[config.mk]
export PLATFORM = sky130hd
export DESIGN_NAME = denise_top
export DESIGN_NICKNAME = d
export VERILOG_FILES = /design/src/rtl/denise_pkg.sv /design/src/rtl/bitplane_shifter.sv /design/src/rtl/colour_table.sv /design/src/rtl/denise_top.sv /design/src/rtl/pixel_output.sv /design/src/rtl/playfield_priority.sv /design/src/rtl/reg_decoder.sv
export SDC_FILE = /design/constraint.sdc
export NUM_CORES = 1
export LEC_CHECK = 0
export ABC_AREA = 0
export BUFFER_PORTS_ARGS = -buffer_cell sky130_fd_sc_hd__buf_2
export CORE_MARGIN = 2
export CORE_UTILIZATION = 35
export DETAILED_ROUTE_END_ITERATION = 12
export HOLD_SLACK_MARGIN = 0.03
export PLACE_DENSITY_LB_ADDON = 0.1
export SYNTH_ARGS = -nofsm -noshare
export SYNTH_HDL_FRONTEND = slang
export SYNTH_SLANG_ARGS = --single-unit
export TNS_END_PERCENT = 10
[constraint.sdc]
create_clock -name clk -period 1.93 [get_ports clk]
set_input_delay 0.193 -clock clk [delete_from_list [all_inputs] [get_ports clk]]
set_output_delay 0.193 -clock clk [all_outputs]
set_load 0.01 [all_outputs]
[src/rtl/denise_pkg.sv]
//////////////////////////////////////////////////////////////////////
// Shared types and constants for the playfield video path
// Register addresses are word addresses (byte address >> 1)
//////////////////////////////////////////////////////////////////////

package denise_pkg;

  // Sizes
  localparam int NUM_PLANES    = 6;
  localparam int PLANE_W       = 16;
  localparam int NUM_COLOURS   = 32;
  localparam int PIXEL_LATENCY = 4;

  // Register word addresses
  localparam logic [7:0] BPLCON0_ADDR = 8'h80;  // $100
  localparam logic [7:0] BPLCON2_ADDR = 8'h82;  // $104
  localparam logic [7:0] BPL1DAT_ADDR = 8'h88;  // $110, block of eight words
  localparam logic [7:0] COLOR00_ADDR = 8'hC0;  // $180, block of 32 words

  // Control register bit positions
  localparam int CON0_BPU_LSB    = 12;
  localparam int CON0_HOMOD_BIT  = 11;
  localparam int CON0_DBLPF_BIT  = 10;
  localparam int CON2_PF2PRI_BIT = 6;

  // Playfield 2 uses the upper half of the first 16 colours
  localparam int PF2_COLOUR_BASE = 8;

  typedef struct packed {
    logic [3:0] r;
    logic [3:0] g;
    logic [3:0] b;
  } rgb_t;

  typedef struct packed {
    logic        valid;
    logic [7:0]  addr;
    logic [15:0] data;
  } reg_wr_t;

  typedef struct packed {
    logic               valid;
    logic [2:0]         plane;
    logic [PLANE_W-1:0] data;
  } bpl_wr_t;

  typedef struct packed {
    logic       valid;
    logic [4:0] idx;
    rgb_t       colour;
  } clut_wr_t;

  typedef struct packed {
    logic [2:0] bpu;     // Planes in use, 0 to 6
    logic       ham;
    logic       dblpf;
    logic       pf2pri;  // Playfield 2 in front
  } pf_ctrl_t;

  // Bit 0 is plane 1
  typedef logic [NUM_PLANES-1:0] plane_bits_t;

  // Normal and half-brite view
  typedef struct packed {
    logic       ehb;
    logic [4:0] idx;
  } pix_col_t;

  // Hold-and-modify view
  typedef struct packed {
    logic [1:0] op;
    logic [3:0] val;
  } pix_ham_t;

  typedef union packed {
    pix_col_t col;
    pix_ham_t ham;
  } pix_code_u;

endpackage

[src/rtl/bitplane_shifter.sv]
//////////////////////////////////////////////////////////////////////
// Six bitplane data registers and shifters, one pixel per clk
// A BPL1DAT write reloads all shifters, other planes from storage
//////////////////////////////////////////////////////////////////////

`timescale 1ns/100ps

module bitplane_shifter (
  input  logic                     clk,
  input  logic                     rst_n,
  input  denise_pkg::bpl_wr_t      bpl_wr,
  input  denise_pkg::pf_ctrl_t     pf_ctrl,
  output denise_pkg::plane_bits_t  plane_bits
);

  logic [denise_pkg::PLANE_W-1:0] bpl_dat  [denise_pkg::NUM_PLANES];
  logic [denise_pkg::PLANE_W-1:0] dat_next [denise_pkg::NUM_PLANES];
  logic [denise_pkg::PLANE_W-1:0] shift_q  [denise_pkg::NUM_PLANES];
  logic                           load;
  logic [denise_pkg::NUM_PLANES-1:0] plane_en;

  // Plane 1 write triggers the parallel load
  assign load = bpl_wr.valid && (bpl_wr.plane == 3'd0);

  // Incoming write bypasses its data register
  always_comb begin
    for (int i = 0; i < denise_pkg::NUM_PLANES; i++) begin
      if (bpl_wr.valid && (bpl_wr.plane == 3'(i))) begin
        dat_next[i] = bpl_wr.data;
      end else begin
        dat_next[i] = bpl_dat[i];
      end
    end
  end

  //////////////////////////////////////////////////////////////////////
  // Data registers and shifters
  //////////////////////////////////////////////////////////////////////

  always_ff @(posedge clk or negedge rst_n) begin
    if (!rst_n) begin
      for (int i = 0; i < denise_pkg::NUM_PLANES; i++) begin
        bpl_dat[i] <= '0;
        shift_q[i] <= '0;
      end
    end else begin
      for (int i = 0; i < denise_pkg::NUM_PLANES; i++) begin
        bpl_dat[i] <= dat_next[i];
        if (load) begin
          shift_q[i] <= dat_next[i];
        end else begin
          // MSB first, zero fill once the word is out
          shift_q[i] <= {shift_q[i][denise_pkg::PLANE_W-2:0], 1'b0};
        end
      end
    end
  end

  //////////////////////////////////////////////////////////////////////
  // Plane enables
  //////////////////////////////////////////////////////////////////////

  // Planes at or above the count are forced to zero
  always_comb begin
    for (int i = 0; i < denise_pkg::NUM_PLANES; i++) begin
      plane_en[i]   = (pf_ctrl.bpu > 3'(i));
      plane_bits[i] = shift_q[i][denise_pkg::PLANE_W-1] & plane_en[i];
    end
  end

  // Decoder clamp keeps the count within the plane set
  a_bpu_range : assert property (@(posedge clk) disable iff (!rst_n)
    pf_ctrl.bpu <= 3'(denise_pkg::NUM_PLANES));

endmodule

[src/rtl/colour_table.sv]
//////////////////////////////////////////////////////////////////////
// 32 x 12-bit colour table, one write port, registered read
// Contents are undefined until written
//////////////////////////////////////////////////////////////////////

`timescale 1ns/100ps

module colour_table (
  input  logic                  clk,
  input  denise_pkg::clut_wr_t  clut_wr,
  input  denise_pkg::pix_code_u pix_code,
  output denise_pkg::rgb_t      colour,
  output denise_pkg::pix_code_u pix_code_d
);

  denise_pkg::rgb_t mem [denise_pkg::NUM_COLOURS];
  logic [4:0]       rd_idx;

  // A HAM select code has op 00, so idx[4] is clear
  // and the read lands on the 4-bit value
  assign rd_idx = pix_code.col.idx;

  // Register writes
  always_ff @(posedge clk) begin
    if (clut_wr.valid) begin
      mem[clut_wr.idx] <= clut_wr.colour;
    end
  end

  // Colour and code leave together
  always_ff @(posedge clk) begin
    colour     <= mem[rd_idx];
    pix_code_d <= pix_code;
  end

endmodule

[src/rtl/denise_top.sv]
//////////////////////////////////////////////////////////////////////
// Playfield video path, one clk per pixel
// First pixel of a BPL1DAT load appears PIXEL_LATENCY clocks later
//////////////////////////////////////////////////////////////////////

`timescale 1ns/100ps

module denise_top (
  input  logic                 clk,
  input  logic                 rst_n,
  input  denise_pkg::reg_wr_t  bus,
  output denise_pkg::rgb_t     rgb
);

  denise_pkg::bpl_wr_t     bpl_wr;
  denise_pkg::clut_wr_t    clut_wr;
  denise_pkg::pf_ctrl_t    pf_ctrl;
  denise_pkg::plane_bits_t plane_bits;
  denise_pkg::pix_code_u   pix_code;
  denise_pkg::pix_code_u   pix_code_d;
  denise_pkg::rgb_t        colour;

  // Stage 1, bus decode and control
  reg_decoder u_reg_decoder (
    .clk     (clk),
    .rst_n   (rst_n),
    .bus     (bus),
    .bpl_wr  (bpl_wr),
    .clut_wr (clut_wr),
    .pf_ctrl (pf_ctrl)
  );

  // Stage 2, shifters
  bitplane_shifter u_bitplane_shifter (
    .clk        (clk),
    .rst_n      (rst_n),
    .bpl_wr     (bpl_wr),
    .pf_ctrl    (pf_ctrl),
    .plane_bits (plane_bits)
  );

  // Stage 3, pixel code
  playfield_priority u_playfield_priority (
    .clk        (clk),
    .rst_n      (rst_n),
    .plane_bits (plane_bits),
    .pf_ctrl    (pf_ctrl),
    .pix_code   (pix_code)
  );

  // Stage 4, colour lookup
  colour_table u_colour_table (
    .clk        (clk),
    .clut_wr    (clut_wr),
    .pix_code   (pix_code),
    .colour     (colour),
    .pix_code_d (pix_code_d)
  );

  // Stage 5, EHB and HAM
  pixel_output u_pixel_output (
    .clk        (clk),
    .rst_n      (rst_n),
    .colour     (colour),
    .pix_code_d (pix_code_d),
    .pf_ctrl    (pf_ctrl),
    .rgb        (rgb)
  );

endmodule

[src/rtl/pixel_output.sv]
//////////////////////////////////////////////////////////////////////
// Final pixel stage with extra-half-brite and hold-and-modify
// HAM holds the previous output pixel, no line start reset
//////////////////////////////////////////////////////////////////////

`timescale 1ns/100ps

module pixel_output (
  input  logic                  clk,
  input  logic                  rst_n,
  input  denise_pkg::rgb_t      colour,
  input  denise_pkg::pix_code_u pix_code_d,
  input  denise_pkg::pf_ctrl_t  pf_ctrl,
  output denise_pkg::rgb_t      rgb
);

  denise_pkg::rgb_t rgb_n;

  //////////////////////////////////////////////////////////////////////
  // Colour modes
  //////////////////////////////////////////////////////////////////////

  always_comb begin
    rgb_n = colour;
    if (pf_ctrl.ham) begin
      // Start from the held pixel
      rgb_n = rgb;
      case (pix_code_d.ham.op)
        2'd0: rgb_n   = colour;
        2'd1: rgb_n.b = pix_code_d.ham.val;
        2'd2: rgb_n.r = pix_code_d.ham.val;
        2'd3: rgb_n.g = pix_code_d.ham.val;
        default: rgb_n = colour;
      endcase
    end else if (pix_code_d.col.ehb) begin
      // Half brightness, each component down one bit
      rgb_n.r = {1'b0, colour.r[3:1]};
      rgb_n.g = {1'b0, colour.g[3:1]};
      rgb_n.b = {1'b0, colour.b[3:1]};
    end
  end

  // Output register, also the HAM hold register
  always_ff @(posedge clk or negedge rst_n) begin
    if (!rst_n) begin
      rgb <= '0;
    end else begin
      rgb <= rgb_n;
    end
  end

  // Needs every colour entry in use written before display
  a_rgb_known : assert property (@(posedge clk) disable iff (!rst_n)
    !$isunknown(rgb));

endmodule

[src/rtl/playfield_priority.sv]
//////////////////////////////////////////////////////////////////////
// Single and dual playfield selection into a registered pixel code
// No sprites, so no playfield priority numbers
//////////////////////////////////////////////////////////////////////

`timescale 1ns/100ps

module playfield_priority (
  input  logic                     clk,
  input  logic                     rst_n,
  input  denise_pkg::plane_bits_t  plane_bits,
  input  denise_pkg::pf_ctrl_t     pf_ctrl,
  output denise_pkg::pix_code_u    pix_code
);

  logic [2:0]            pf1;
  logic [2:0]            pf2;
  logic                  pf1_on;
  logic                  pf2_on;
  logic                  pf2_front;
  denise_pkg::pix_code_u code_n;

  //////////////////////////////////////////////////////////////////////
  // Dual playfield split
  //////////////////////////////////////////////////////////////////////

  // Odd planes form playfield 1, even planes playfield 2
  always_comb begin
    pf1    = {plane_bits[4], plane_bits[2], plane_bits[0]};
    pf2    = {plane_bits[5], plane_bits[3], plane_bits[1]};
    pf1_on = |pf1;
    pf2_on = |pf2;
    // Playfield 2 shows alone, or in front when PF2PRI is set
    pf2_front = pf2_on && (!pf1_on || pf_ctrl.pf2pri);
  end

  //////////////////////////////////////////////////////////////////////
  // Code selection
  //////////////////////////////////////////////////////////////////////

  always_comb begin
    code_n = '0;
    if (pf_ctrl.dblpf) begin
      // No half-brite in dual playfield
      code_n.col.ehb = 1'b0;
      if (pf2_front) begin
        code_n.col.idx = 5'(denise_pkg::PF2_COLOUR_BASE) + {2'b00, pf2};
      end else begin
        // Also covers both playfields transparent
        code_n.col.idx = {2'b00, pf1};
      end
    end else if (pf_ctrl.ham) begin
      // Planes 5 and 6 carry the operation
      code_n.ham.op  = plane_bits[5:4];
      code_n.ham.val = plane_bits[3:0];
    end else begin
      // Plane 6 doubles as the half-brite flag
      code_n.col.ehb = plane_bits[5];
      code_n.col.idx = plane_bits[4:0];
    end
  end

  always_ff @(posedge clk or negedge rst_n) begin
    if (!rst_n) begin
      pix_code <= '0;
    end else begin
      pix_code <= code_n;
    end
  end

endmodule

[src/rtl/reg_decoder.sv]
//////////////////////////////////////////////////////////////////////
// Write-only register bus, one write per cycle, no back-pressure
// Only BPLCON0, BPLCON2, BPLxDAT and COLORxx are decoded
//////////////////////////////////////////////////////////////////////

`timescale 1ns/100ps

module reg_decoder (
  input  logic                  clk,
  input  logic                  rst_n,
  input  denise_pkg::reg_wr_t   bus,
  output denise_pkg::bpl_wr_t   bpl_wr,
  output denise_pkg::clut_wr_t  clut_wr,
  output denise_pkg::pf_ctrl_t  pf_ctrl
);

  denise_pkg::reg_wr_t bus_q;
  logic                bpl_hit;
  logic                clut_hit;
  logic                con0_hit;
  logic                con2_hit;
  logic [2:0]          bpu_raw;
  logic [2:0]          bpu_clamped;

  // Bus stage, one cycle ahead of every consumer
  always_ff @(posedge clk or negedge rst_n) begin
    if (!rst_n) begin
      bus_q <= '0;
    end else begin
      bus_q <= bus;
    end
  end

  //////////////////////////////////////////////////////////////////////
  // Address compare
  //////////////////////////////////////////////////////////////////////

  always_comb begin
    bpl_hit  = bus_q.valid && (bus_q.addr[7:3] == denise_pkg::BPL1DAT_ADDR[7:3]);
    clut_hit = bus_q.valid && (bus_q.addr[7:5] == denise_pkg::COLOR00_ADDR[7:5]);
    con0_hit = bus_q.valid && (bus_q.addr == denise_pkg::BPLCON0_ADDR);
    con2_hit = bus_q.valid && (bus_q.addr == denise_pkg::BPLCON2_ADDR);
  end

  // Bitplane data write, plane number from the low address bits
  always_comb begin
    bpl_wr.valid = bpl_hit;
    bpl_wr.plane = bus_q.addr[2:0];
    bpl_wr.data  = bus_q.data;
  end

  // Colour write, 12-bit colour in the low data bits
  always_comb begin
    clut_wr.valid  = clut_hit;
    clut_wr.idx    = bus_q.addr[4:0];
    clut_wr.colour = bus_q.data[11:0];
  end

  //////////////////////////////////////////////////////////////////////
  // Control registers
  //////////////////////////////////////////////////////////////////////

  // Plane count 7 is not a valid mode here
  assign bpu_raw     = bus_q.data[denise_pkg::CON0_BPU_LSB +: 3];
  assign bpu_clamped = (bpu_raw > 3'(denise_pkg::NUM_PLANES)) ?
                       3'(denise_pkg::NUM_PLANES) : bpu_raw;

  always_ff @(posedge clk or negedge rst_n) begin
    if (!rst_n) begin
      pf_ctrl <= '0;
    end else begin
      if (con0_hit) begin
        pf_ctrl.bpu   <= bpu_clamped;
        pf_ctrl.ham   <= bus_q.data[denise_pkg::CON0_HOMOD_BIT];
        pf_ctrl.dblpf <= bus_q.data[denise_pkg::CON0_DBLPF_BIT];
      end
      if (con2_hit) begin
        pf_ctrl.pf2pri <= bus_q.data[denise_pkg::CON2_PF2PRI_BIT];
      end
    end
  end

  // BPL7DAT and BPL8DAT are never targeted by the bus master
  a_bpl_plane_range : assert property (@(posedge clk) disable iff (!rst_n)
    bpl_wr.valid |-> (bpl_wr.plane < 3'(denise_pkg::NUM_PLANES)));

endmodule

Word level (Yosys, flattened, before mapping):

Memory sizes are Yosys's and may differ from the RTL's. A register that Yosys moved wholly into a read port is not among the register bits.
Index checks and enable logic that the tools add are counted.
Widths: inputs -> output; s select.

* bitwise operators: 6
* equality and inequality tests: 15
* $lt $le $gt $ge: 7
* shift-type cells: 0
* reductions and logical operators: 17
* divide/modulo/power cells: 0
* add/sub/neg operators: 1
* multiplexer cells: 22
* multiply operators: 0

Operators with widths (count)
* $mux 16: 12
* $mux 12: 2
* $pmux 4 s2: 3
* $eq 8x8->1 const B: 2
* $logic_and 1x1->1: 11
* $eq 3x3->1 const B: 3
* $gt 3x3->1 const B: 3
* $ne 3x1->1 const B: 3
* $and 1x1->1: 6
* $eq 3x2->1 const B: 2
* $gt 3x1->1 const B: 2
* $gt 3x2->1 const B: 2
* $mux 6: 1
* $reduce_or 3->1: 2
* $add 4x3->5 const A: 1
* $eq 5x5->1 const B: 1
* $mux 5: 1
* $eq 2x2->1 const B: 2
* $eq 3x1->1 const B: 1
* $logic_not 3->1: 1
* $mux 3: 1
* $eq 2x1->1 const B: 1
* $logic_not 2->1: 1
* $mux 1: 2
* other kinds (2): 2

* register bits: 247
* output and inout port bits: 12
* memory bits (writable): 384
* memories: 1
* input bits: 27
* bits in latches: 0
* word-level logic and storage cells: 93
* memory bits (read-only): 0

Memories
* u_colour_table.mem: words 32, width 12, rd ports 1, clocked after Yosys merged registers in 1, write ports 1, RTL line colour_table.sv:16 `denise_pkg::rgb_t mem [denise_pkg::NUM_COLOURS];`

Longest topological paths before layout:

Gate-level depths: netlist of the first run.

* word-level depth: 8
* depth in mapped cells: 8
* mapped depth without buffers: 4

By module:

A second synthesis of the first run with hierarchy kept.

* cell total of the unflattened synthesis: 1451
* area total of the unflattened synthesis: 24489.7 µm²

Modules (own cells, without submodules)
* colour_table: cells each 874, sequential area each 11891.4 µm², area an instance 15588.7 µm², times used 1
* bitplane_shifter: cells each 385, sequential area each 4404.2 µm², area an instance 6646.4 µm², times used 1
* reg_decoder: cells each 86, sequential area each 775.7 µm², area an instance 1208.7 µm², times used 1
* pixel_output: cells each 77, sequential area each 300.3 µm², area an instance 757.0 µm², times used 1
* playfield_priority: cells each 29, sequential area each 150.1 µm², area an instance 289.0 µm², times used 1

Least setup slack after synthesis of the first run:

No wires, ideal clock.

* path kind: register -> register
* from: register u_playfield_priority.pix_code[1] in the netlist's numbering
* to: register u_colour_table.colour[7] (netlist name)
* library setup time: 126 ps
* period minus slack after synthesis: 1882 ps
* stages on the path, launching flop included: 7
* path buffers: 2
* data arrival time: 1756 ps
* required time: 1804 ps
* setup slack: 48 ps
* path through: dfrtp_1 buf_2 buf_2 mux4_2 a22o_1 a221oi_1 nand3_1

RTL lines
* start, declared: RTL line playfield_priority.sv:13 `output denise_pkg::pix_code_u pix_code`
* start signal, assigned: RTL line playfield_priority.sv:67 `pix_code <= code_n;`

==> impl_metrics.tcl, run 1 <==
set metrics [dict create \
    outcome "finished, violations left" \
    violations "setup timing" \
    core_area_mm2 0.06716 \
    synth_xor_area_frac 0.0003696 \
    relSlewSlack 0.2664 \
    critical_path_class "reg2reg" \
    arrival_ns 2.40 \
    ys_ff_latch 627 \
    clk_pin_slew_ns 0.06 \
    peakVddDrop_mv 0.5593 \
    drive_above_1_share 0.2308 \
    grt_max_degree 122 \
    maxCapViolations 0 \
    slowest_stage "mux4_2" \
    multi_input_area_mm2 0.005869 \
    htreeDepth 3 \
    vias 12920 \
    avgSynthCellArea_um2 15.83 \
    synth_top_family_by_area "multiplexers" \
    wl_per_cell_um 22.72 \
    hold_viol_final 0 \
    place_hpwl_mm 36.78 \
    synth-adder-area-share 0 \
    area.growth.synth_to_final_pct 20.42 \
    antenna_left 0 \
    hold_class "in2async" \
    syn_nets 1524 \
    grt_pass1_wl_mm 87.73 \
    die_h_um 264.2 \
    drt_iter0_markers 824 \
    fin_nets 1696 \
    drv_slew 0 \
    startpoint_type "flip-flop" \
    dieArea_mm2 0.06981 \
    place_ws_ns -0.1767 \
    clock_path_buffers 3 \
    grt.total_usage 0.1713 \
    ys_top_cells_by_count "edfxtp_1 (384), nand2_1 (233), dfrtp_1 (225)" \
    required_ns 2.39 \
    drt-pass1-iter-count 5 \
    fillers 6008 \
    cp_cell_sequence "buf_12 > mux4_2 > a22o_1 > a221oi_4 > nand3_1" \
    fin_skew_ns 0.02438 \
    grt_pass1_vias 13120 \
    worst_pin_slew_ns 1.099 \
    design_area_mm2 0.02854 \
    clkSinkCount 627 \
    antenna_found_initial 5 \
    post_cts_buffers 0 \
    synthMuxAreaShare 0.1239 \
    period_share 1.003 \
    synth_cell_types 50 \
    tns_ns -0.006325 \
    clkLatencyLatePin_ns 0.59 \
    synth_ff_type "edfxtp_1" \
    max_stage_delay_ns 0.55 \
    synth-simple-area-share 0.06932 \
    synth_compound_area_frac 0.04715 \
    worst_slack_ns -0.006325 \
    min_period_ns 1.936 \
    synth_warnings 0 \
    finalSetupViolations 1 \
    drc 0 \
    cellLeakagePower_nw 10.76 \
    viasPerCell 4.981 \
    placed_area_mm2 0.02596 \
    fmax_mhz 516.4 \
    grt-ovfl-total 0 \
    die_w_um 264.2 \
    wl_mm 58.93 \
    end_kind "flip-flop" \
    start_util 0.3529 \
    rows 95 \
    total_power_w 0.02766 \
    cts_tree "yes" \
    async_flop_share 0.3589 \
    cts_buffers 68 \
    cts-root-buf "clkbuf_16" \
    path_max_fanout 17 \
    post-synth-top-count-cell "edfxtp_1" \
    yosys.area.top_type_share 0.4866 \
    io_buffers 38 \
    place.gp.congestion 0.7603 \
    synth_top_area_cell "edfxtp_1" \
    ios 39 \
    syn_area_mm2 0.02370 \
    synth_area_leaders "edfxtp_1 (49%), dfrtp_1 (24%), mux4_2 (4.6%), mux2i_1 (4.5%), nand2_1 (3.7%)" \
    cellPowerDensity_mw_per_mm2 969.4 \
    synth_cells 1497 \
    seq_area_mm2 0.01753 \
    synth_enable_flop_cells 384 \
    rsz0062_at_grt "true" \
    ys_seq_area_frac 0.7393 \
]
[timing repair]
| action | 4_1_cts | 5_1_grt |
|---|---|---|
| setup endpoints to repair | 11 | 142 |
| gates resized for setup | 11 | 18 |
| hold buffers | 27 | 0 |
| hold endpoints to repair | 250 | 0 |
| pin swaps | 1 | 1 |
[metal layers]
metal / wire length [um] / track usage / share of wire
met1: 28230 / 0.2482 / 0.48
met2: 27190 / 0.2647 / 0.46
met3: 2156 / 0.02731 / 0.037
met4: 1359 / 0.05451 / 0.023
met5: 0 / 0 / 0
[sequential cells by signal, indices dropped and copies added (netlist names)]
signal,count
u_playfield_priority.pix_code,6
u_pixel_output.rgb,12
u_colour_table.mem,384
u_reg_decoder.bpl_wr,19
u_colour_table.pix_code_d,6
u_bitplane_shifter.shift_q,96
u_reg_decoder.clut_wr,2
u_colour_table.colour,12
u_reg_decoder.bus_q,4
u_reg_decoder.pf_ctrl,6
u_bitplane_shifter.bpl_dat,80
[report_power, final]
| group | internal, W | switching, W |
|---|---|---|
| logic | 0.000219 | 0.000373 |
| clock network | 0.00738 | 0.00515 |
| registers | 0.0144 | 0.000140 |
| total | 0.0220 | 0.00567 |
[critical path: cells and delay by family (launching register included)]
kind            cells  cell delay, ns
buf+inv             1            0.20
flops               1            0.45
mux                 1            0.55
compound gates      2            0.51
simple gates        1            0.11
[cell families after synthesis]
logic type             count (synthesis)
AO/OA/AOI/OAI                        168
flip-flops                           627
multiplexers                         224
buffers and inverters                104
XOR/XNOR                               1
AND/OR/NAND/NOR                      373
[layout make-up]
cell class,instances,area share
Tap cell,873,0.03828
Clock inverter,21,0.005261
Sequential cell,627,0.6143
Antenna cell,1,0.00008769
Clock buffer,100,0.06958
Inverter,18,0.002368
Multi-Input combinational cell,766,0.2057
Timing Repair Buffer,188,0.06441
[cells in the final DEF, fill, tap and decap left out, types with 34 or more instances in the layout]
cell type	n
buf_2	37
dfrtp_1	221
mux4_2	48
nand3_1	54
buf_12	34
edfxtp_1	384
clkbuf_16	71
mux2i_1	107
nor2_1	38
nand2_1	232
mux2_2	58
o21ai_0	63
a22oi_1	48
buf_4	84
[through the flow]
step | cells | utilization | hold slack [ns]
after floorplan | 1497 | - | -0.1026
after global placement | 2445 | 0.3865 | 0.05072
after detailed placement | 2445 | 0.3865 | 0.05290
after CTS | 2593 | 0.4233 | 0.2003
after global routing | 2593 | 0.4249 | 0.2285
final | 2594 | 0.4249 | 0.2126
[worst paths after layout]
kind                                                  start                        endpoint  slack [ns]  cells after the start
max                        u_playfield_priority.pix_code[1]        u_colour_table.colour[5]      -0.006                      5
min reg2reg                u_playfield_priority.pix_code[5]    u_colour_table.pix_code_d[5]        0.34                      0
min                                                   rst_n  u_bitplane_shifter.shift_q[87]        0.21                      3
max reg2reg                u_playfield_priority.pix_code[1]        u_colour_table.colour[5]      -0.006                      5
max in group asynchronous                             rst_n  u_bitplane_shifter.bpl_dat[79]        0.41                      3
min in group clk                                    bus[10]        u_reg_decoder.bpl_wr[10]        0.24                      2
(Power assumes the default switching activity.)
==> run 2: changes to the inputs <==
--- a/config.mk
+++ b/config.mk
@@ -12,6 +12,7 @@
 export DETAILED_ROUTE_END_ITERATION = 12
 export HOLD_SLACK_MARGIN = 0.03
 export PLACE_DENSITY_LB_ADDON = 0.1
+export RECOVER_POWER = 25
 export SYNTH_ARGS = -nofsm -noshare
 export SYNTH_HDL_FRONTEND = slang
 export SYNTH_SLANG_ARGS = --single-unit
==> constraint.sdc (replaced) <==
create_clock -name clk -period 1.63 [get_ports clk]
set_input_delay 0.163 -clock clk [delete_from_list [all_inputs] [get_ports clk]]
set_output_delay 0.163 -clock clk [all_outputs]
set_load 0.01 [all_outputs]
==> impl_metrics.tcl, run 2 (synthesized netlist as in run 1, its figures left out) <==
set metrics [dict create \
    finalSetupViolations 513 \
    startpoint_type "flip-flop" \
    largestRegisters "u_colour_table.mem: 384 flops, u_bitplane_shifter.shift_q: 96 flops, u_bitplane_shifter.bpl_dat: 80 flops" \
    ios 39 \
    outcome "finished, violations left" \
    antenna_left 0 \
    largest_reg_flops 384 \
    max_stage_delay_ns 0.51 \
    hold_viol_final 0 \
    crit_family "flip-flops" \
    wl_per_cell_um 22.49 \
    worstReg2RegEnd "u_colour_table.colour[2]" \
    path_max_fanout 8 \
    vias 13120 \
    rsz0062_at_grt "true" \
    grt.total_usage 0.1741 \
    regMostFlops "u_colour_table.mem" \
    arrival_ns 2.44 \
    place_ws_ns -0.4646 \
    cellPowerDensity_mw_per_mm2 1125 \
    cpMostUsedCell "buf_12" \
    cts_buffers 70 \
    final_common_cell "edfxtp_1" \
    relSlewSlack 0.2097 \
    final_cell_mix "edfxtp_1 (384), nand2_1 (219), dfrtp_1 (217)" \
    fin_nets 1761 \
    slowest_stage "dfrtp_4" \
    htreeDepth 3 \
    worst_pin_slew_ns 1.185 \
    grt_max_degree 49 \
    die_h_um 264.2 \
    clock_path_buffers 3 \
    endpoint "u_colour_table.colour[2]" \
    die_w_um 264.2 \
    hold_class "in2reg" \
    start_util 0.3529 \
    antenna_found_initial 4 \
    drt-pass1-iter-count 5 \
    viasPerCell 4.923 \
    rows 95 \
    cp_cell_sequence "buf_12 > buf_12 > mux4_2 > a22o_1 > a221oi_4 > nand3_1" \
    required_ns 2.10 \
    worstSetupPathDepth 6 \
    fin_util 0.4514 \
    peakVddDrop_mv 0.8276 \
    hold_ws_ns 0.2080 \
    clk_pin_slew_ns 0.06 \
    r2r-start "u_playfield_priority.pix_code[1]" \
    end_kind "flip-flop" \
    worst_slack_ns -0.3415 \
    io_buffers 38 \
    clkSinkCount 627 \
    reg2reg_slack_ns -0.34 \
    drive_above_1_share 0.3022 \
    grt-ovfl-total 0 \
    placed_cells 2482 \
    place_hpwl_mm 36.83 \
    fin_skew_ns 0.01547 \
    drc 0 \
    worstSetupStartpoint "u_playfield_priority.pix_code[1]" \
    core_area_mm2 0.06716 \
    area.growth.synth_to_final_pct 27.91 \
    grt_pass1_vias 13620 \
    min_period_ns 1.972 \
    clkLatencyLatePin_ns 0.60 \
    wl_mm 59.96 \
    drt_iter0_markers 782 \
    violations "setup timing" \
    layoutNonFillerInstCount 2666 \
    dieArea_mm2 0.06981 \
    critical_path_class "reg2reg" \
    grt_pass1_wl_mm 89.52 \
    cp.buffers_inverters 2 \
    tns_ns -44.85 \
    maxCapViolations 0 \
    period_share 1.210 \
    cts_tree "yes" \
    drv_slew 0 \
    cellLeakagePower_nw 11.40 \
    cts-root-buf "clkbuf_16" \
    reg2reg_depth 6 \
    fmax_mhz 507.2 \
    place.gp.congestion 0.7698 \
]
[run 2: worst min-delay path by stage]
stage,startpoint,to,slack [ns],depth (start not counted)
finish,bus[12],u_reg_decoder.bpl_wr[12],0.21,2
global route,bus[14],u_reg_decoder.bpl_wr[14],0.18,2
CTS,rst_n,u_bitplane_shifter.shift_q[7],0.05,2
detailed placement,rst_n,u_bitplane_shifter.bpl_dat[8],0.09,1
global placement,rst_n,u_bitplane_shifter.bpl_dat[8],0.09,1
floorplan,rst_n,u_bitplane_shifter.bpl_dat[0],-0.13,0
[run 2: power breakdown]
group	internal [W]	switching (W)	total, W
combinational	0.000307	0.000480	0.000787
clock	0.00983	0.00629	0.0161
sequential	0.0171	0.000154	0.0172
total	0.0272	0.00692	0.0341
[run 2: cell type report]
cell class	count	area [um2]
inverter	18	67.56
fill	5888	36850
sequential	627	17540
timing repair buffer	251	2943
antenna	3	7.507
clock buffer	96	2064
clock inverter	32	325.3
tap	873	1092
multi-input combinational	766	6276
[run 2: per-layer routing]
metal,vias up,GRT usage,routed length (um)
li1,6082,-,-
met1,6738,0.2412,27520
met2,226,0.2817,28840
met3,78,0.02778,2297
met4,0,0.05513,1299
met5,-,0,0
[run 2: through the flow]
stage / area [um2] / total power (W)
floorplan: 23810 / 0.01770
global placement: 26690 / 0.01820
detailed placement: 26690 / 0.01822
CTS: 29970 / 0.03455
global route: 30310 / 0.03528
finish: 30310 / 0.03411
[run 2: timing repair]
action                                  4_1_cts  5_1_grt
endpoints found under the hold margin       250        0
pin swaps                                    22       25
endpoints found under the setup margin      556      564
hold buffers                                 26        0
cloned                                        5        4
setup buffers                                10       10
gates resized for setup                      99       76
[run 2: worst reg2reg max path, stage by stage, from the launching register on]
cell and delay, ns:
dfrtp_4 0.51, buf_12 0.15, buf_12 0.14, mux4_2 0.44
a22o_1 0.24, a221oi_4 0.26, nand3_1 0.12
==> run 3: changes to the inputs <==
--- a/config.mk
+++ b/config.mk
@@ -11,9 +11,9 @@
 export CORE_UTILIZATION = 35
 export DETAILED_ROUTE_END_ITERATION = 12
 export HOLD_SLACK_MARGIN = 0.03
-export PLACE_DENSITY_LB_ADDON = 0.1
+export PLACE_DENSITY = 0.62
 export RECOVER_POWER = 25
 export SYNTH_ARGS = -nofsm -noshare
 export SYNTH_HDL_FRONTEND = slang
 export SYNTH_SLANG_ARGS = --single-unit
-export TNS_END_PERCENT = 10
+export TNS_END_PERCENT = 50
==> impl_metrics.tcl, run 3 (synthesized netlist as in run 1, its figures left out) <==
set metrics [dict create \
    outcome "finished, violations left" \
    violations "setup timing" \
    relSlewSlack 0.3184 \
    p_comb_frac 0.026 \
    min_period_ns 1.932 \
    antenna_cells 0 \
    ios 39 \
    place.gp.congestion 0.8062 \
    hold_class "in2reg" \
    drv_slew 0 \
    rows 95 \
    maxCapViolations 0 \
    vias 13530 \
    peakVddDrop_mv 0.7983 \
    cellPowerDensity_mw_per_mm2 1029 \
    clkSinkCount 627 \
    grt_pass1_wl_mm 85.08 \
    gr-max-usage-layer "met2" \
    total_power_w 0.03136 \
    placed_area_mm2 0.02668 \
    cts-root-buf "clkbuf_16" \
    required_ns 1.96 \
    wl_per_cell_um 21.27 \
    placed_cells 2472 \
    power.internal_w 0.02488 \
    antenna_found_initial 0 \
    dieArea_mm2 0.06981 \
    wl_mm 56.69 \
    startpoint_type "flip-flop" \
    start_util 0.3529 \
    grt-ovfl-total 0 \
    rsz0062_at_grt "true" \
    design_area_mm2 0.03046 \
    largestRegisters "u_colour_table.mem: 384 flops, u_bitplane_shifter.shift_q: 96 flops, u_bitplane_shifter.bpl_dat: 80 flops" \
    htreeDepth 2 \
    fin_util 0.4536 \
    worst_slack_ns -0.3024 \
    grt_use_met2 0.2595 \
    grt_max_degree 81 \
    fillers 5698 \
    fin_nets 1771 \
    die_h_um 264.2 \
    viasPerCell 5.078 \
    drc 0 \
    io_buffers 38 \
    grt_use_met1 0.2202 \
    grt.total_usage 0.1605 \
    worst_pin_slew_ns 1.022 \
    switching_share 0.2066 \
    fmax_mhz 517.5 \
    p_sw_w 0.006479 \
    cts_buffers 60 \
    regMostFlops "u_colour_table.mem" \
    area.growth.synth_to_final_pct 28.54 \
    fin_skew_ns 0.02022 \
    place_hpwl_mm 34.34 \
    die_w_um 264.2 \
    clk_pin_slew_ns 0.06 \
    core_area_mm2 0.06716 \
    finalSetupViolations 524 \
    critical_path_class "reg2reg" \
    clkPwrFrac 0.425 \
    arrival_ns 2.26 \
    final_cell_mix "edfxtp_1 (384), dfrtp_1 (222), nand2_1 (210)" \
    clkLatencyLatePin_ns 0.63 \
    drt_iter0_markers 1017 \
    drive_above_1_share 0.3237 \
    hold_viol_final 0 \
    largest_reg_flops 384 \
    layoutNonFillerInstCount 2665 \
    met3_usage 0.02582 \
    clock_path_buffers 3 \
    drt-pass1-iter-count 5 \
    cts_tree "yes" \
    antenna_left 0 \
    grt_pass1_vias 13990 \
    final_common_cell "edfxtp_1" \
    path_max_fanout 8 \
    period_share 1.186 \
    p_seq_frac 0.549 \
    end_kind "flip-flop" \
    cellLeakagePower_nw 11.45 \
]
run 3: changes by cell type in the layout (fill, tap and decap cells not counted), sizes merged:
cell | before | now
buf | 208 | 223
bufinv | 6 | 3
clkbuf | 113 | 102
clkinv | 20 | 22
diode | 3 | 0
dlygate4sd3 | 26 | 27
inv | 22 | 20
run 3: per-layer routing:
metal / vias to the layer above / wire length [um]
li1: 6103 / -
met1: 6956 / 24530
met2: 379 / 27420
met3: 95 / 3085
met4: 0 / 1651
met5: - / 0
run 3: stage by stage:
step           hold slack, ns  setup slack (ns)  setup TNS [ns]
3_5_place_dp          0.09377           -0.3175          -74.10
4_1_cts                0.1375           -0.2893          -77.22
2_1_floorplan         -0.1326           -0.2153          -70.02
6_report               0.1693           -0.3024         -100.89
5_1_grt                0.1593           -0.3460         -129.92
3_3_place_gp          0.09106           -0.2704          -59.75
run 3: path summary, 6_finish.rpt:
check / endpoint / slack [ns] / startpoint / cells after the start
worst max-delay path: u_colour_table.mem[21][9] / -0.30 / u_reg_decoder.bus_q[21] / 8
max in group asynchronous: u_bitplane_shifter.bpl_dat[0] / 0.15 / rst_n / 4
min in group asynchronous: u_bitplane_shifter.bpl_dat[40] / 0.67 / rst_n / 3
worst max register to register: u_colour_table.mem[21][9] / -0.30 / u_reg_decoder.bus_q[21] / 8
worst min register to register: u_colour_table.pix_code_d[5] / 0.35 / u_playfield_priority.pix_code[5] / 0
worst min-delay path: u_reg_decoder.bpl_wr[13] / 0.17 / bus[13] / 2
run 3: final cells by class:
class	count	area, um2	share of cell area
inverter	18	67.56	0.002218
multi-input combinational	766	6524	0.2142
clock inverter	29	225.2	0.007393
timing repair buffer	271	3382	0.1110
tap	873	1092	0.03586
clock buffer	81	1642	0.05389
sequential	627	17530	0.5755
run 3: repair_timing:
item	4_1_cts	5_1_grt
buffers inserted	27	15
hold buffers	28	0
resized for setup	185	99
pin swaps	29	37
endpoints found under the hold margin	250	0
gates cloned	17	8
endpoints found under the setup margin	518	578
run 3: worst max-delay path: stages (launching register included):
cell     delay, ns
dfrtp_1       0.40
buf_6         0.12
and4b_2       0.35
buf_6         0.14
buf_6         0.10
nand2_4       0.05
buf_12        0.16
nor2_4        0.15
buf_6         0.17
run 3: power groups by stage:
stage	clock network, W	registers [W]	logic, W
2_1_floorplan	0	0.0175	0.000181
3_3_place_gp	0	0.0175	0.000662
3_5_place_dp	0	0.0175	0.000690
4_1_cts	0.0136	0.0172	0.000826
5_1_grt	0.0142	0.0172	0.000903
6_report	0.0133	0.0172	0.000824
